**src/hdl/ps2_pkg.sv**
```systemverilog
package ps2_pkg;

    // One byte of a set-2 scan code stream
    typedef logic [7:0] scan_byte_t;

    // Start, 8 data bits LSB first, odd parity, stop
    localparam int FRAME_BITS = 11;

    // Bit positions inside an assembled frame
    localparam int START_POS  = 0;
    localparam int PARITY_POS = 9;
    localparam int STOP_POS   = 10;

    // Next code is a key release
    localparam scan_byte_t BREAK_PREFIX = 8'hF0;

    // Next code belongs to the extended key block
    localparam scan_byte_t EXT_PREFIX = 8'hE0;

endpackage

```
**src/hdl/key_pkg.sv**
```systemverilog
package key_pkg;

    typedef struct packed {
        logic [7:0] ascii;     // Upper case letter or digit or zero
        logic [7:0] scan;      // Final scan code byte
        logic       released;  // Preceded by F0
        logic       extended;  // Preceded by E0
    } key_event_t;

    // Set-2 make code to upper case ASCII
    function automatic logic [7:0] scan_to_ascii(input logic [7:0] code);
        logic [7:0] ascii;
        case (code)
            8'h1C: ascii = 8'h41; // A
            8'h32: ascii = 8'h42;
            8'h21: ascii = 8'h43;
            8'h23: ascii = 8'h44;
            8'h24: ascii = 8'h45;
            8'h2B: ascii = 8'h46;
            8'h34: ascii = 8'h47;
            8'h33: ascii = 8'h48;
            8'h43: ascii = 8'h49;
            8'h3B: ascii = 8'h4A;
            8'h42: ascii = 8'h4B;
            8'h4B: ascii = 8'h4C;
            8'h3A: ascii = 8'h4D;
            8'h31: ascii = 8'h4E;
            8'h44: ascii = 8'h4F;
            8'h4D: ascii = 8'h50;
            8'h15: ascii = 8'h51;
            8'h2D: ascii = 8'h52;
            8'h1B: ascii = 8'h53;
            8'h2C: ascii = 8'h54;
            8'h3C: ascii = 8'h55;
            8'h2A: ascii = 8'h56;
            8'h1D: ascii = 8'h57;
            8'h22: ascii = 8'h58;
            8'h35: ascii = 8'h59;
            8'h1A: ascii = 8'h5A; // Z
            8'h45: ascii = 8'h30; // 0
            8'h16: ascii = 8'h31;
            8'h1E: ascii = 8'h32;
            8'h26: ascii = 8'h33;
            8'h25: ascii = 8'h34;
            8'h2E: ascii = 8'h35;
            8'h36: ascii = 8'h36;
            8'h3D: ascii = 8'h37;
            8'h3E: ascii = 8'h38;
            8'h46: ascii = 8'h39; // 9
            default: ascii = 8'h00;
        endcase
        return ascii;
    endfunction

endpackage

```
**src/hdl/ps2_frame_rx.sv**
```systemverilog
module ps2_frame_rx import ps2_pkg::*; (
    input  logic       clk,
    input  logic       arst_n,
    input  logic       ps2_clk,
    input  logic       ps2_data,
    input  logic       scan_full,
    output logic       byte_valid,
    output scan_byte_t byte_data,
    output logic       overflow,
    output logic       frame_error
);

    localparam int CNT_W = $clog2(FRAME_BITS);

    logic [2:0]            clk_sync;   // ps2_clk synchronizer
    logic [2:0]            data_sync;  // ps2_data synchronizer
    logic                  clk_prev;   // Previous synchronized ps2_clk
    logic                  fall;
    logic [CNT_W-1:0]      bit_cnt;
    logic [FRAME_BITS-1:0] frame;
    logic [FRAME_BITS-1:0] next_frame;
    logic                  last_bit;
    logic                  frame_ok;

    // Lines idle high, so the chain resets to 1
    always_ff @(posedge clk or negedge arst_n) begin
        if (!arst_n) begin
            clk_sync  <= '1;
            data_sync <= '1;
            clk_prev  <= 1'b1;
        end else begin
            clk_sync  <= {clk_sync[1:0], ps2_clk};
            data_sync <= {data_sync[1:0], ps2_data};
            clk_prev  <= clk_sync[2];
        end
    end

    assign fall = clk_prev & ~clk_sync[2];

    // Bits arrive LSB first, so shift in from the top
    assign next_frame = {data_sync[2], frame[FRAME_BITS-1:1]};
    assign last_bit   = (bit_cnt == CNT_W'(FRAME_BITS - 1));

    assign frame_ok = (next_frame[START_POS] == 1'b0) &&
                      (next_frame[STOP_POS] == 1'b1) &&
                      (^next_frame[PARITY_POS:1] == 1'b1); // Odd parity over data and parity

    always_ff @(posedge clk) begin
        if (fall) begin
            frame <= next_frame;
        end
        if (fall && last_bit) begin
            byte_data <= next_frame[8:1];
        end
    end

    always_ff @(posedge clk or negedge arst_n) begin
        if (!arst_n) begin
            bit_cnt     <= '0;
            byte_valid  <= 1'b0;
            overflow    <= 1'b0;
            frame_error <= 1'b0;
        end else begin
            byte_valid <= 1'b0;
            if (fall) begin
                if (last_bit) begin
                    bit_cnt <= '0;
                    if (!frame_ok) begin
                        frame_error <= 1'b1;  // Sticky
                    end else if (scan_full) begin
                        overflow <= 1'b1;     // Byte dropped
                    end else begin
                        byte_valid <= 1'b1;
                    end
                end else begin
                    bit_cnt <= bit_cnt + 1'b1;
                end
            end
        end
    end

    // Push was decided on the previous cycle's scan_full
    a_no_push_when_full: assert property (
        @(posedge clk) disable iff (!arst_n) byte_valid |-> !scan_full
    ) else $error("byte pushed while scan FIFO is full");

endmodule

```
**src/hdl/sync_fifo.sv**
```systemverilog
module sync_fifo #(
    parameter int  DEPTH  = 8,
    parameter type item_t = logic [7:0]
) (
    input  logic  clk,
    input  logic  arst_n,
    input  logic  wr_en,
    input  item_t wr_data,
    input  logic  rd_en,
    output item_t rd_data,
    output logic  full,
    output logic  empty
);

    localparam int AW = $clog2(DEPTH);

    item_t       mem [DEPTH];
    logic [AW:0] wr_ptr;    // Extra bit tells full from empty
    logic [AW:0] rd_ptr;
    logic        do_wr;
    logic        do_rd;

    assign do_wr = wr_en && !full;
    assign do_rd = rd_en && !empty;

    assign empty = (wr_ptr == rd_ptr);
    assign full  = (wr_ptr[AW] != rd_ptr[AW]) &&
                   (wr_ptr[AW-1:0] == rd_ptr[AW-1:0]);

    // Show-ahead head
    assign rd_data = mem[rd_ptr[AW-1:0]];

    always_ff @(posedge clk) begin
        if (do_wr) begin
            mem[wr_ptr[AW-1:0]] <= wr_data;
        end
    end

    always_ff @(posedge clk or negedge arst_n) begin
        if (!arst_n) begin
            wr_ptr <= '0;
            rd_ptr <= '0;
        end else begin
            if (do_wr) begin
                wr_ptr <= wr_ptr + 1'b1;
            end
            if (do_rd) begin
                rd_ptr <= rd_ptr + 1'b1;
            end
        end
    end

    // Producers and consumers are expected to honor the flags
    a_no_write_full: assert property (
        @(posedge clk) disable iff (!arst_n) wr_en |-> !full
    ) else $error("write while FIFO full");

    a_no_read_empty: assert property (
        @(posedge clk) disable iff (!arst_n) rd_en |-> !empty
    ) else $error("read while FIFO empty");

endmodule

```
**src/hdl/scan_decoder.sv**
```systemverilog
module scan_decoder import ps2_pkg::*, key_pkg::*; (
    input  logic       clk,
    input  logic       arst_n,
    input  logic       scan_empty,
    input  scan_byte_t scan_data,
    input  logic       event_full,
    output logic       scan_pop,
    output logic       event_push,
    output key_event_t event_data
);

    logic pending_break;  // F0 seen
    logic pending_ext;    // E0 seen
    logic is_break;
    logic is_ext;
    logic is_prefix;

    assign is_break  = (scan_data == BREAK_PREFIX);
    assign is_ext    = (scan_data == EXT_PREFIX);
    assign is_prefix = is_break || is_ext;

    // Pop only when the result has somewhere to go
    assign scan_pop   = !scan_empty && !event_full;
    assign event_push = scan_pop && !is_prefix;

    // Extended codes still go through the same table
    always_comb begin
        event_data.ascii    = scan_to_ascii(scan_data);
        event_data.scan     = scan_data;
        event_data.released = pending_break;
        event_data.extended = pending_ext;
    end

    always_ff @(posedge clk or negedge arst_n) begin
        if (!arst_n) begin
            pending_break <= 1'b0;
            pending_ext   <= 1'b0;
        end else if (scan_pop) begin
            if (is_break) begin
                pending_break <= 1'b1;
            end else if (is_ext) begin
                pending_ext <= 1'b1;
            end else begin
                // Final byte consumed both prefixes
                pending_break <= 1'b0;
                pending_ext   <= 1'b0;
            end
        end
    end

endmodule

```
**src/hdl/credit_tx.sv**
```systemverilog
module credit_tx import key_pkg::*; #(
    parameter int CREDITS = 2
) (
    input  logic       clk,
    input  logic       arst_n,
    input  logic       fifo_empty,
    input  key_event_t fifo_data,
    input  logic       credit_return,
    output logic       fifo_pop,
    output logic       event_valid,
    output key_event_t event_data
);

    localparam int CW = $clog2(CREDITS + 1);

    logic [CW-1:0] credit_cnt;

    assign fifo_pop = !fifo_empty && (credit_cnt != '0);

    // Registered output stage
    always_ff @(posedge clk) begin
        if (fifo_pop) begin
            event_data <= fifo_data;
        end
    end

    always_ff @(posedge clk or negedge arst_n) begin
        if (!arst_n) begin
            event_valid <= 1'b0;
            credit_cnt  <= CW'(CREDITS);
        end else begin
            event_valid <= fifo_pop;
            case ({credit_return, fifo_pop})
                2'b10:   credit_cnt <= credit_cnt + 1'b1;
                2'b01:   credit_cnt <= credit_cnt - 1'b1;
                default: credit_cnt <= credit_cnt;  // Both or neither
            endcase
        end
    end

    // A count above CREDITS means the consumer returned an unused credit
    a_credit_bound: assert property (
        @(posedge clk) disable iff (!arst_n) credit_cnt <= CW'(CREDITS)
    ) else $error("credit count above limit, spurious credit_return");

endmodule

```
**src/hdl/ps2_keyboard_top.sv**
```systemverilog
module ps2_keyboard_top import ps2_pkg::*, key_pkg::*; #(
    parameter int SCAN_DEPTH  = 8,
    parameter int EVENT_DEPTH = 4,
    parameter int CREDITS     = 2
) (
    input  logic       clk,
    input  logic       arst_n,
    input  logic       ps2_clk,
    input  logic       ps2_data,
    input  logic       credit_return,
    output logic       event_valid,
    output key_event_t event_data,
    output logic       overflow,
    output logic       frame_error
);

    logic       byte_valid;
    scan_byte_t byte_data;
    logic       scan_full;
    logic       scan_empty;
    scan_byte_t scan_head;
    logic       scan_pop;

    logic       event_push;
    key_event_t event_wdata;
    logic       event_full;
    logic       event_empty;
    key_event_t event_head;
    logic       event_pop;

    ps2_frame_rx rx_i (
        .clk         (clk),
        .arst_n      (arst_n),
        .ps2_clk     (ps2_clk),
        .ps2_data    (ps2_data),
        .scan_full   (scan_full),
        .byte_valid  (byte_valid),
        .byte_data   (byte_data),
        .overflow    (overflow),
        .frame_error (frame_error)
    );

    sync_fifo #(
        .DEPTH  (SCAN_DEPTH),
        .item_t (scan_byte_t)
    ) scan_fifo_i (
        .clk     (clk),
        .arst_n  (arst_n),
        .wr_en   (byte_valid),
        .wr_data (byte_data),
        .rd_en   (scan_pop),
        .rd_data (scan_head),
        .full    (scan_full),
        .empty   (scan_empty)
    );

    scan_decoder dec_i (
        .clk        (clk),
        .arst_n     (arst_n),
        .scan_empty (scan_empty),
        .scan_data  (scan_head),
        .event_full (event_full),
        .scan_pop   (scan_pop),
        .event_push (event_push),
        .event_data (event_wdata)
    );

    sync_fifo #(
        .DEPTH  (EVENT_DEPTH),
        .item_t (key_event_t)
    ) event_fifo_i (
        .clk     (clk),
        .arst_n  (arst_n),
        .wr_en   (event_push),
        .wr_data (event_wdata),
        .rd_en   (event_pop),
        .rd_data (event_head),
        .full    (event_full),
        .empty   (event_empty)
    );

    credit_tx #(
        .CREDITS (CREDITS)
    ) tx_i (
        .clk           (clk),
        .arst_n        (arst_n),
        .fifo_empty    (event_empty),
        .fifo_data     (event_head),
        .credit_return (credit_return),
        .fifo_pop      (event_pop),
        .event_valid   (event_valid),
        .event_data    (event_data)
    );

endmodule

```
**config.mk**
```make
export PLATFORM = sky130hd
export DESIGN_NAME = ps2_keyboard_top
export DESIGN_NICKNAME = d
export VERILOG_FILES = /design/src/hdl/ps2_pkg.sv /design/src/hdl/key_pkg.sv /design/src/hdl/ps2_frame_rx.sv /design/src/hdl/sync_fifo.sv /design/src/hdl/scan_decoder.sv /design/src/hdl/credit_tx.sv /design/src/hdl/ps2_keyboard_top.sv
export SDC_FILE = /design/constraint.sdc
export NUM_CORES = 1
export LEC_CHECK = 0
export BUFFER_PORTS_ARGS = -buffer_cell sky130_fd_sc_hd__buf_2
export CAP_MARGIN = 5
export CORE_UTILIZATION = 45
export CTS_CLUSTER_SIZE = 20
export DETAILED_ROUTE_END_ITERATION = 7
export SLEW_MARGIN = 15
export SYNTH_ARGS = -nofsm -noshare
export SYNTH_HDL_FRONTEND = slang
export SYNTH_SLANG_ARGS = --single-unit
```
**constraint.sdc**
```tcl
create_clock -name clk -period 4.05 [get_ports clk]
set_input_delay 0.2025 -clock clk [delete_from_list [all_inputs] [get_ports clk]]
set_output_delay 0.2025 -clock clk [all_outputs]
set_load 0.05 [all_outputs]
```
Yosys cells after proc, flatten, opt, wreduce, memory -nomap -nowiden
Memories as Yosys holds them, arrays and structs flattened. A register that Yosys moved wholly into a read port is not among the register bits. Cells that the tools add are included. W data, S select, Z words.

Bits in registers: 52. RAM bits: 136. Memory bits (read-only): 896. Input port bits: 5. Output and inout port bits: 21. Word-level logic and storage cells: 83. Memories: 3.

$add $sub $neg: 7. Equal/unequal tests: 12. Mux-type cells: 14. Bitwise gates (word level): 5. Reduce and logical (&&, ||, !) cells: 25.

Memory list: (no name shown) (words 128, bits a word 7, rd ports 1, clocked after memory_dff 0, write ports 0, RTL line key_pkg.sv:13) `case (code)`; event_fifo_i.mem (words 4, bits a word 18, rd ports 1, clocked after memory_dff 1, write ports 1, RTL line sync_fifo.sv:17) `item_t mem [DEPTH];`; scan_fifo_i.mem (words 8, bits a word 8, rd ports 1, clocked after memory_dff 0, write ports 1, RTL line sync_fifo.sv:17).

Operator list (number): $eq A8 B8 Y1 const B (2); $add A4 B1 Y4 const B (3); $logic_and A1 B1 Y1 (12); $mux W1 (11); $reduce_xor A9 Y1 (1); $mux W8 (1); $add A3 B1 Y3 const B (2); $eq A3 B3 Y1 (2); $logic_not A1 Y1 (5); $eq A4 B4 Y1 (1); $eq A4 B4 Y1 const B (1); $mux W4 (1); $not A1 Y1 (4); $pmux W2 S2 (1); $reduce_and A2 Y1 (2); $reduce_and A4 Y1 (1); $reduce_bool A2 Y1 (2); $reduce_and A3 Y1 (1); $add A2 B1 Y2 const B (1); $eq A2 B1 Y1 const B (1); $eq A2 B2 Y1 (1); $eq A2 B2 Y1 const B (1); $ne A1 B1 Y1 (2); $ne A2 B1 Y1 const B (1); 3 further kinds (3).

Longest topological paths before layout
Gate-level depths: netlist of the first run.

Depth in word-level cells: 8. Gate-level depth with buffers: 11. Depth with buffers taken out: 8.

Cells and area by module
From an unflattened synthesis of the first run, not the netlist that was laid out.

Cells, all modules: 522. Area total of the unflattened synthesis: 9026.2 µm².

Modules (own cells, without submodules): sync_fifo at scan_fifo_i (instances 1, cells each 149, area each 3154.3 µm², sequential area each 2122.0 µm²); sync_fifo at event_fifo_i (instances 1, cells each 143, area each 3119.2 µm², sequential area each 2312.2 µm²); ps2_frame_rx (instances 1, cells each 66, area each 1142.3 µm², sequential area each 899.6 µm²); scan_decoder (instances 1, cells each 135, area each 939.7 µm², sequential area each 50.0 µm²); credit_tx (instances 1, cells each 29, area each 670.6 µm², sequential area each 616.8 µm²).

Worst setup path after synthesis of the first run
Ideal clock, no wire load.

Kind: reg-to-reg. Start: register scan_fifo_i.rd_ptr[1]. End: memory event_fifo_i.mem[0][11] (netlist name), data pin. Setup time: 264 ps. Data arrival time: 2647 ps. Data required time: 3786 ps. Slack: 1138 ps. Cell stages (with the launch flop): 12. Buffers on the path: 3. Clock period less this slack: 2912 ps. Cells stage by stage: dfrtp_1 -> buf_6 -> buf_6 -> mux4_2 -> mux2i_1 -> buf_2 -> inv_1 -> ha_1 -> or3_1 -> o311ai_1 -> nand2_1 -> a31o_1.

RTL lines: start: declaration (RTL line sync_fifo.sv:19) `logic [AW:0] rd_ptr;`; start signal: assignment (RTL line sync_fifo.sv:48) `rd_ptr <= rd_ptr + 1'b1;`; end: declaration (RTL line sync_fifo.sv:17).

Final worst setup path of the first run
Start: register scan_fifo_i.rd_ptr[1]. End: memory event_fifo_i.mem[0][7] (netlist name), enable pin.

Longest elaborated chain between the ends: 8. Elaborated cells between the ends (all ways): 12. Classes of those cells: eq/ne: 3; mux: 2; reduce/logical: 6; memory: 1.

Ends and longest elaborated chain: $mem_v2 Z8 W8; $eq A8 B8 Y1, on equally long branches (RTL line scan_decoder.sv:18, scan_decoder.sv:19); $logic_or A1 B1 Y1 (RTL line scan_decoder.sv:20) `assign is_prefix = is_break || is_ext;`; $logic_not A1 Y1 (RTL line scan_decoder.sv:24) `assign event_push = scan_pop && !is_prefix;`; $logic_and A1 B1 Y1 * (RTL line scan_decoder.sv:24); $logic_and A1 B1 Y1 * (RTL line sync_fifo.sv:23) `assign do_wr = wr_en && !full;`; $mux W1 * (RTL line sync_fifo.sv:34) `if (do_wr) begin`; $mux W1 (implied by the code) * (RTL line sync_fifo.sv:35) `mem[wr_ptr[AW-1:0]] <= wr_data;`.

Mark *: on every way between the ends. The rest lies on a longest branch, timed or not.

==> results of run 1 <==
[metal layers]
layer	global-route usage (%)	routed length [um]	vias up
met1	21.1	6240	2084
li1	-	-	1926
met2	28.7	7360	104
met5	0	0	-
met4	7.37	306	0
met3	4.05	567	19
[critical path, delay by kind of cell, from the launching register on]
kind,cells,cell delay [ns]
adder cells (fa/ha/maj),1,0.37
flip-flops,1,0.66
AO/OA/AOI/OAI,1,0.34
multiplexers,2,1.02
AND/OR/NAND/NOR,2,0.62
[registers in the layout, indices dropped and copies added (netlist names), 4 cells and up]
name and count:
rx_i.byte_data 8, scan_fifo_i.wr_ptr 4, scan_fifo_i.rd_ptr 4, scan_fifo_i.mem 64, tx_i.event_data 17, event_fifo_i.mem 68
rx_i.frame 10, rx_i.bit_cnt 4
[logic make-up after synthesis]
logic type	Yosys count
buffers and inverters	33
AO/OA/AOI/OAI	55
adder cells (fa/ha/maj)	15
XOR/XNOR	28
flip-flops	200
multiplexers	48
AND/OR/NAND/NOR	98
other	1
[cells in the final DEF, fill, tap and decap left out, types with 8 or more instances in the layout]
cell type | Yosys | final
clkbuf_16 | 0 | 17
buf_2 | 8 | 24
dfrtp_1 | 25 | 25
xnor2_1 | 16 | 16
nand3_1 | 9 | 9
xor2_1 | 11 | 11
o21ai_0 | 11 | 11
a21oi_1 | 11 | 10
mux4_2 | 32 | 32
dfstp_2 | 8 | 8
edfxtp_1 | 167 | 167
nor2_1 | 29 | 29
ha_1 | 15 | 15
nand2_1 | 32 | 32
buf_4 | 2 | 18
[power groups by stage]
stage	clock network, mW	logic (mW)	registers, mW
floorplan	0	2.31	3.67
global placement	0	3.32	3.42
detailed placement	0	3.34	3.45
CTS	1.59	3.36	3.41
global route	1.66	3.65	3.47
finish	1.55	3.32	3.40
[timing repair]
item	in CTS	in global routing
endpoints found under the hold margin	27	0
hold buffers	3	0
setup endpoints to repair	0	0
[area by class of cell]
type | count | area (sq um) | share of cell area [%]
tap | 229 | 287 | 3.09
multi-input combinational | 245 | 2260 | 24.4
clock buffer | 20 | 437 | 4.71
clock inverter | 12 | 103 | 1.11
inverter | 11 | 41.3 | 0.446
timing repair buffer | 45 | 285 | 3.08
sequential | 200 | 5850 | 63.1
[stage by stage]
stage | std cells | utilization [%]
finish | 762 | 51.4
global route | 762 | 51.4
CTS | 762 | 51.4
detailed placement | 727 | 48.3
global placement | 727 | 48.3
floorplan | 478 | -
[how the worst min path moves through the flow]
stage,from,to,slack (ns),depth (start not counted)
global placement,arst_n,rx_i.byte_valid$_DFF_PN0_,0.29,1
CTS,credit_return,tx_i.credit_cnt[0]$_DFFE_PN0P_,0.15,4
detailed placement,arst_n,rx_i.bit_cnt[1]$_DFFE_PN0P_,0.31,1
global route,credit_return,tx_i.credit_cnt[0]$_DFFE_PN0P_,0.22,4
floorplan,arst_n,dec_i.pending_break$_DFFE_PN0P_,-0.09,0
finish,credit_return,tx_i.credit_cnt[0]$_DFFE_PN0P_,0.16,4
==> results.sh, run 1 <==
export IMPL_ys_types=62
export IMPL_preCtsSetupSlack_ns=0.568
export IMPL_p_per_area_nw_per_um2=893
export IMPL_period_share_pct=84.4
export IMPL_hold_viol_final=0
export IMPL_routed_via_count=4133
export IMPL_core_area_sq_um=18000
export IMPL_synth_common_cells="edfxtp_1 (167), mux4_2 (32), nand2_1 (32), nor2_1 (29), dfrtp_1 (25)"
export IMPL_worstMarginPinSlew_ns=0.956
export IMPL_grt_overflow=0
export IMPL_grt_pass1_wl_um=23400
export IMPL_gp_congestion=0.845
export IMPL_initial_utilization_pct=46.0
export IMPL_switching_share_pct=37.0
export IMPL_port_buffers=24
export IMPL_dp_hpwl_um=9430
export IMPL_synth_flop_cell="edfxtp_1"
export IMPL_cts_setup_buffers=0
export IMPL_antenna_found_initial=0
export IMPL_synth_edf_count=167
export IMPL_firstDrtPassIters=5
export IMPL_synth_compound_gate_area_share_pct=4.66
export IMPL_start_kind="flip-flop"
export IMPL_slowest_stage="dfrtp_1"
export IMPL_grt_max_degree=34
export IMPL_synth_top_cells_by_area="edfxtp_1 (61%), mux4_2 (8.7%), dfrtp_1 (7.5%)"
export IMPL_crit_required_ns=4.09
export IMPL_p_leak_nw=3.26
export IMPL_max_slew_margin_pct=36.3
export IMPL_syn_to_final_growth_pct=11.8
export IMPL_numCtsBuffers=17
export IMPL_ys_ff_latch=200
export IMPL_ctsHtreeMaxLevel=4
export IMPL_fin_area_sq_um=9270
export IMPL_status="completed"
export IMPL_synth_xor_area_share_pct=3.12
export IMPL_syn_inst=478
export IMPL_clockRootBuffer="clkbuf_16"
export IMPL_clockPowerShare_pct=18.7
export IMPL_critPathArrivalTime_ns=3.46
export IMPL_fin_total_pwr_mw=8.27
export IMPL_hold_path_class="primary input to flip-flop"
export IMPL_drc=0
export IMPL_layout_nets=540
export IMPL_die_h_um=138
export IMPL_async_flop_share_pct=16.5
export IMPL_crit_path_end="event_fifo_i.mem[0][7]$_DFFE_PP_"
export IMPL_clock_latency_ns=0.44
export IMPL_routedWlPerCell_um=19.0
export IMPL_slew_viol_final=0
export IMPL_intPower_mw=5.21
export IMPL_synth_top_cell_area_share_pct=60.5
export IMPL_yosysMostFrequentCell="edfxtp_1"
export IMPL_vias_per_cell=5.42
export IMPL_syn_nets=498
export IMPL_routed_wl_um=14500
export IMPL_nFillCells=1480
export IMPL_comb_power_share_pct=40.2
export IMPL_crit_chain="mux4_2, mux2i_1, ha_1, nand4_1, o31a_4, and2_1"
export IMPL_ff2ff_setup_slack_ns=0.63
export IMPL_ant_nets=0
export IMPL_fin_crit_ns=3.42
export IMPL_yosys_area_share_simple_pct=5.54
export IMPL_ir_drop_mv=0.529
export IMPL_cap_violations=0
export IMPL_worst_clock_skew_ns=0.0181
export IMPL_io_pins=26
export IMPL_fin_hold_ws_ns=0.163
export IMPL_die_area_sq_um=19000
export IMPL_yosysSeqAreaShare_pct=70.6
export IMPL_synth_top_family_by_area="multiplexers"
export IMPL_worstReg2RegEnd="event_fifo_i.mem[0][7]$_DFFE_PP_"
export IMPL_fin_ws_ns=0.630
export IMPL_tritoncts="yes"
export IMPL_setup_tns_ns=0
export IMPL_rsz0062_at_grt="no"
export IMPL_syn_area_per_cell_sq_um=17.3
export IMPL_muxShareOfSynthArea_pct=11.6
export IMPL_path_class="flip-flop to flip-flop"
export IMPL_fmax_mhz=292
export IMPL_cts_resized=0
export IMPL_diodes=0
export IMPL_finalSetupViolations=0
export IMPL_drive_gt1_share_pct=25.0
export IMPL_rows=49
export IMPL_p_sw_mw=3.06
export IMPL_reg2reg_depth=6
export IMPL_clkSinkCount=200
export IMPL_cp_max_fo=17
export IMPL_track_usage_pct=17.1
export IMPL_dr_first_iter_drc_count=210
export IMPL_syn_area_sq_um=8290
export IMPL_yosysTopAreaCell="edfxtp_1"
export IMPL_die_w_um=138
export IMPL_synth_fa_ha_area_share_pct=2.26
export IMPL_clockBufferDepth=2
export IMPL_crit_path_start="scan_fifo_i.rd_ptr[1]$_DFFE_PN0P_"
export IMPL_yosysWarnings=0
export IMPL_end_kind="flip-flop"
export IMPL_reg2reg_from="scan_fifo_i.rd_ptr[1]$_DFFE_PN0P_"
export IMPL_seqPwrFrac_pct=41.1
export IMPL_grt_pass1_vias=4304
export IMPL_cpPeakStageDelay_ns=0.66
export IMPL_clk_pin_slew_worst_paths_ns=0.07
export IMPL_placed_cell_area_sq_um=8700
Power figures use the tool's default switching activity.
==> inputs of run 2 (changes only) <==
==> constraint.sdc (replaced) <==
create_clock -name clk -period 3 [get_ports clk]
set_input_delay 0.15 -clock clk [delete_from_list [all_inputs] [get_ports clk]]
set_output_delay 0.15 -clock clk [all_outputs]
set_load 0.05 [all_outputs]
==> run 2 against run 1 <==
First-iteration DRC count rose by 65%. Worst hold slack got worse by 0.041 ns. Flip-flop and latch count did not move. Maximum frequency rose by 23%. Sequential power rose by 33%.
==> results.sh, run 2 (same netlist as run 1, synthesis figures left out) <==
export IMPL_status="completed"
export IMPL_drive_gt1_share_pct=28.5
export IMPL_end_kind="flip-flop"
export IMPL_slowest_stage="mux4_2"
export IMPL_fmax_mhz=359
export IMPL_nFillCells=1425
export IMPL_ir_drop_mv=0.584
export IMPL_fin_hold_ws_ns=0.122
export IMPL_p_leak_nw=3.39
export IMPL_routedWlPerCell_um=19.2
export IMPL_global_route_usage_met1_pct=20.9
export IMPL_port_buffers=24
export IMPL_hold_viol_final=0
export IMPL_routed_via_count=4170
export IMPL_diodes=0
export IMPL_core_area_sq_um=18000
export IMPL_finalSetupViolations=0
export IMPL_rsz0062_at_grt="no"
export IMPL_routed_wl_um=15000
export IMPL_grt_pass1_vias=4321
export IMPL_clk_pin_slew_worst_paths_ns=0.07
export IMPL_dr_first_iter_drc_count=346
export IMPL_use_met3_pct=4.38
export IMPL_syn_to_final_growth_pct=15.1
export IMPL_final_common_cell="edfxtp_1"
export IMPL_grt_pass1_wl_um=23900
export IMPL_fin_crit_ns=2.78
export IMPL_path_class="flip-flop to flip-flop"
export IMPL_ctsHtreeMaxLevel=4
export IMPL_grt_overflow=0
export IMPL_grt_max_degree=34
export IMPL_drc=0
export IMPL_period_share_pct=92.7
export IMPL_cp_max_fo=12
export IMPL_clkSinkCount=200
export IMPL_grtUsageMet2_pct=31.3
export IMPL_cpPeakStageDelay_ns=0.55
export IMPL_firstDrtPassIters=4
export IMPL_slew_viol_final=0
export IMPL_fin_total_pwr_mw=11.8
export IMPL_hold_depth=4
export IMPL_die_w_um=138
export IMPL_layout_nets=558
export IMPL_reg2reg_depth=8
export IMPL_gp_congestion=0.935
export IMPL_worstMarginPinSlew_ns=0.752
export IMPL_start_kind="flip-flop"
export IMPL_final_cell_mix="edfxtp_1 (167), mux4_2 (32), nand2_1 (32), buf_4 (32), nor2_1 (29)"
export IMPL_die_area_sq_um=19000
export IMPL_antenna_found_initial=0
export IMPL_busiest_layer="met2"
export IMPL_hold_path_class="primary input to flip-flop"
export IMPL_largest_reg_flops=68
export IMPL_crit_chain="buf_6, mux4_2, mux2i_4, inv_2, or2_4, a41oi_1, nand3_1, o22ai_2"
export IMPL_track_usage_pct=17.7
export IMPL_die_h_um=138
export IMPL_clockRootBuffer="clkbuf_16"
export IMPL_clockBufferDepth=2
export IMPL_rows=49
export IMPL_dp_hpwl_um=10100
export IMPL_worst_clock_skew_ns=0.0138
export IMPL_vias_per_cell=5.35
export IMPL_ant_nets=0
export IMPL_numCtsBuffers=17
export IMPL_max_slew_margin_pct=49.8
export IMPL_tritoncts="yes"
export IMPL_cap_violations=0
export IMPL_initial_utilization_pct=46.0
export IMPL_setup_tns_ns=0
export IMPL_clock_latency_ns=0.43
export IMPL_critPathArrivalTime_ns=3.02
export IMPL_crit_required_ns=3.24
export IMPL_p_per_area_nw_per_um2=1240
export IMPL_io_pins=26
[run 2: changes by cell type in the layout (fill, tap and decap cells not counted), moves of 2 or more]
cell       delta
clkinv_2      -3
clkbuf_1      -3
bufinv_16     +2
buf_12        +3
inv_8         +2
buf_4        +14
[run 2: repair_timing]
item                                    4_1_cts  5_1_grt
setup buffers                                 0        0
endpoints found under the setup margin        4       24
hold buffers                                  3        0
gates resized for setup                       1        5
endpoints found under the hold margin        27        0
[run 2: final cells by class]
type	count	area, sq um	share of cell area [%]
clock inverters	15	193	2.02
clock buffers	17	425	4.46
flip-flops and latches	200	5850	61.3
multi-input cells	245	2280	23.9
repair buffers	63	462	4.84
well taps	229	287	3.00
inverters	11	41.3	0.433
[run 2: report_power, final]
part | leakage [nW] | internal, mW | switching (mW)
clock network | 0.296 | 1.33 | 1.00
logic | 1.15 | 1.94 | 2.99
registers | 1.95 | 4.22 | 0.312
[run 2: final timing paths]
check                                                         end                         startpoint  slack [ns]
worst max-delay path            event_fifo_i.mem[2][10]$_DFFE_PP_  scan_fifo_i.rd_ptr[0]$_DFFE_PN0P_        0.22
worst min-delay path               tx_i.credit_cnt[0]$_DFFE_PN0P_                      credit_return        0.12
worst max register to register  event_fifo_i.mem[2][10]$_DFFE_PP_  scan_fifo_i.rd_ptr[0]$_DFFE_PN0P_        0.22
worst min register to register         rx_i.clk_sync[2]$_DFF_PN1_         rx_i.clk_sync[1]$_DFF_PN1_        0.36
max in group asynchronous       scan_fifo_i.rd_ptr[1]$_DFFE_PN0P_                             arst_n        2.15
min in group asynchronous             rx_i.bit_cnt[3]$_DFFE_PN0P_                             arst_n        0.31
[run 2: routing by layer]
metal	up-vias	wire length, um
li1	1960	-
met1	2106	6300
met2	89	7960
met3	15	504
met4	0	225
met5	-	0
[run 2: through the flow]
stage | setup WS (ns) | instances | area [sq um] | util, %
after floorplan | 0.0883 | 478 | 8290 | -
after global placement | 0.0604 | 745 | 8860 | 49.2
after detailed placement | -0.0574 | 745 | 8860 | 49.2
after CTS | 0.0142 | 780 | 9520 | 52.8
after global routing | 0.0245 | 780 | 9540 | 52.9
final | 0.218 | 780 | 9540 | 52.9
[run 2: worst max-delay path: cells and delay by family, from the launching register on]
| kind | cells | cell delay (ns) |
|---|---|---|
| muxes | 2 | 0.80 |
| DFF | 1 | 0.51 |
| AOI/OAI and AO/OA | 2 | 0.47 |
| and+or+nand+nor | 2 | 0.43 |
| buffers and inverters | 2 | 0.37 |
==> inputs of run 3 (changes only) <==
==> constraint.sdc (replaced) <==
create_clock -name clk -period 3 [get_ports clk]
set_input_delay 0.45 -clock clk [delete_from_list [all_inputs] [get_ports clk]]
set_output_delay 0.45 -clock clk [all_outputs]
set_load 0.05 [all_outputs]
==> run 3 against run 2 <==
Final cell count shrank 0.38%. Highest routed layer unchanged. Critical endpoint unchanged. Worst hold slack got worse by 0.042 ns. Non-clock buffer count is 3 lower.
==> results.sh, run 3 (same netlist as run 1, synthesis figures left out) <==
export IMPL_status="completed"
export IMPL_cap_violations=0
export IMPL_grt_max_degree=34
export IMPL_worstMarginPinSlew_ns=0.753
export IMPL_core_area_sq_um=18000
export IMPL_die_w_um=138
export IMPL_clock_latency_ns=0.44
export IMPL_fin_hold_ws_ns=0.0798
export IMPL_ant_nets=0
export IMPL_track_usage_pct=17.6
export IMPL_crit_family="multiplexers"
export IMPL_path_class="flip-flop to flip-flop"
export IMPL_start_kind="flip-flop"
export IMPL_final_common_cell="edfxtp_1"
export IMPL_p_per_area_nw_per_um2=1240
export IMPL_routedWlPerCell_um=19.3
export IMPL_period_share_pct=92.9
export IMPL_fin_total_pwr_mw=11.8
export IMPL_drive_gt1_share_pct=28.6
export IMPL_rows=49
export IMPL_tritoncts="yes"
export IMPL_ctsHtreeMaxLevel=4
export IMPL_routed_wl_um=15000
export IMPL_initial_utilization_pct=46.0
export IMPL_cp_depth=8
export IMPL_fmax_mhz=359
export IMPL_cpPeakStageDelay_ns=0.55
export IMPL_finalSetupViolations=0
export IMPL_hold_buffers=0
export IMPL_cp_max_fo=12
export IMPL_reg2reg_from="scan_fifo_i.rd_ptr[0]$_DFFE_PN0P_"
export IMPL_crit_required_ns=3.24
export IMPL_drc=0
export IMPL_dp_hpwl_um=10100
export IMPL_hold_viol_final=0
export IMPL_reg2reg_depth=8
export IMPL_slowest_stage="mux4_2"
export IMPL_hold_path_class="primary input to asynchronous set/reset pin"
export IMPL_crit_chain="buf_6, mux4_2, mux2i_4, inv_2, or2_4, a41oi_1, nand3_1, o22ai_2"
export IMPL_rsz0062_at_grt="no"
export IMPL_gp_congestion=0.935
export IMPL_fin_area_sq_um=9510
export IMPL_port_buffers=24
export IMPL_clockBufferDepth=2
export IMPL_critPathArrivalTime_ns=3.03
export IMPL_vias_per_cell=5.35
export IMPL_routed_via_count=4158
export IMPL_largest_reg_flops=68
export IMPL_dr_first_iter_drc_count=348
export IMPL_grt_pass1_wl_um=23900
export IMPL_slew_viol_final=0
export IMPL_die_area_sq_um=19000
export IMPL_end_kind="flip-flop"
export IMPL_clk_pin_slew_worst_paths_ns=0.08
export IMPL_worst_clock_skew_ns=0.0146
export IMPL_firstDrtPassIters=7
export IMPL_setup_tns_ns=0
export IMPL_layout_nets=555
export IMPL_placed_cell_area_sq_um=8860
export IMPL_clockRootBuffer="clkbuf_16"
export IMPL_io_pins=26
export IMPL_syn_to_final_growth_pct=14.8
export IMPL_final_cell_mix="edfxtp_1 (167), mux4_2 (32), nand2_1 (32), buf_4 (32), nor2_1 (29)"
export IMPL_clkSinkCount=200
export IMPL_crit_buf_inv=2
export IMPL_ff2ff_setup_slack_ns=0.21
export IMPL_numCtsBuffers=17
export IMPL_grt_overflow=0
export IMPL_antenna_found_initial=0
export IMPL_ir_drop_mv=0.584
export IMPL_die_h_um=138
export IMPL_p_leak_nw=3.38
export IMPL_fin_crit_ns=2.79
export IMPL_worstReg2RegEnd="event_fifo_i.mem[2][10]$_DFFE_PP_"
export IMPL_nFillCells=1428
export IMPL_max_slew_margin_pct=49.8
export IMPL_grt_pass1_vias=4303
export IMPL_diodes=0
export IMPL_crit_path_start="scan_fifo_i.rd_ptr[0]$_DFFE_PN0P_"
-- run 3: cell count changes in the layout (fill, tap and decap cells not counted) --
cell,delta
dlygate4sd3_1,-3
-- run 3: through the flow --
step                worst slack [ns]  std cells  utilization [%]
detailed placement           -0.0574        745             49.2
floorplan                     0.0883        478                -
CTS                           0.0142        777             52.6
global route                  0.0245        777             52.8
finish                         0.212        777             52.8
global placement              0.0604        745             49.2
-- run 3: per-layer routing --
| metal | wire length, um | share of wire (%) | vias to the layer above | track usage (%) |
|---|---|---|---|---|
| met5 | 0 | 0 | - | 0 |
| met4 | 227 | 1.5 | 0 | 5.98 |
| met3 | 530 | 3.5 | 18 | 4.38 |
| met2 | 7970 | 53 | 89 | 31.2 |
| met1 | 6300 | 42 | 2101 | 20.9 |
| li1 | - | - | 1950 | - |
-- run 3: layout make-up --
class / count / area [sq um] / area share [%]
Clock buffer: 17 / 425 / 4.47
Clock inverter: 15 / 193 / 2.03
Inverter: 11 / 41.3 / 0.434
Multi-Input combinational cell: 245 / 2280 / 24.0
Sequential cell: 200 / 5850 / 61.5
Tap cell: 229 / 287 / 3.01
Timing Repair Buffer: 60 / 432 / 4.54
-- run 3: power breakdown --
group / total, mW / switching [mW] / internal [mW]
combinational: 4.94 / 3.00 / 1.94
sequential: 4.53 / 0.311 / 4.22
clock: 2.34 / 1.01 / 1.33
total: 11.8 / 4.32 / 7.49
-- run 3: worst max-delay path by stage --
stage                                   endpoint  slack (ns)
2_1_floorplan  event_fifo_i.mem[0][11]$_DFFE_PP_        0.09
3_3_place_gp   event_fifo_i.mem[0][11]$_DFFE_PP_        0.06
3_5_place_dp   event_fifo_i.mem[1][11]$_DFFE_PP_       -0.06
4_1_cts        event_fifo_i.mem[3][10]$_DFFE_PP_        0.01
5_1_grt        event_fifo_i.mem[2][10]$_DFFE_PP_        0.02
6_report       event_fifo_i.mem[2][10]$_DFFE_PP_        0.21
-- run 3: repair_timing --
action | 4_1_cts | 5_1_grt
setup buffers | 0 | 0
setup endpoints to repair | 4 | 24
gates resized for setup | 1 | 5
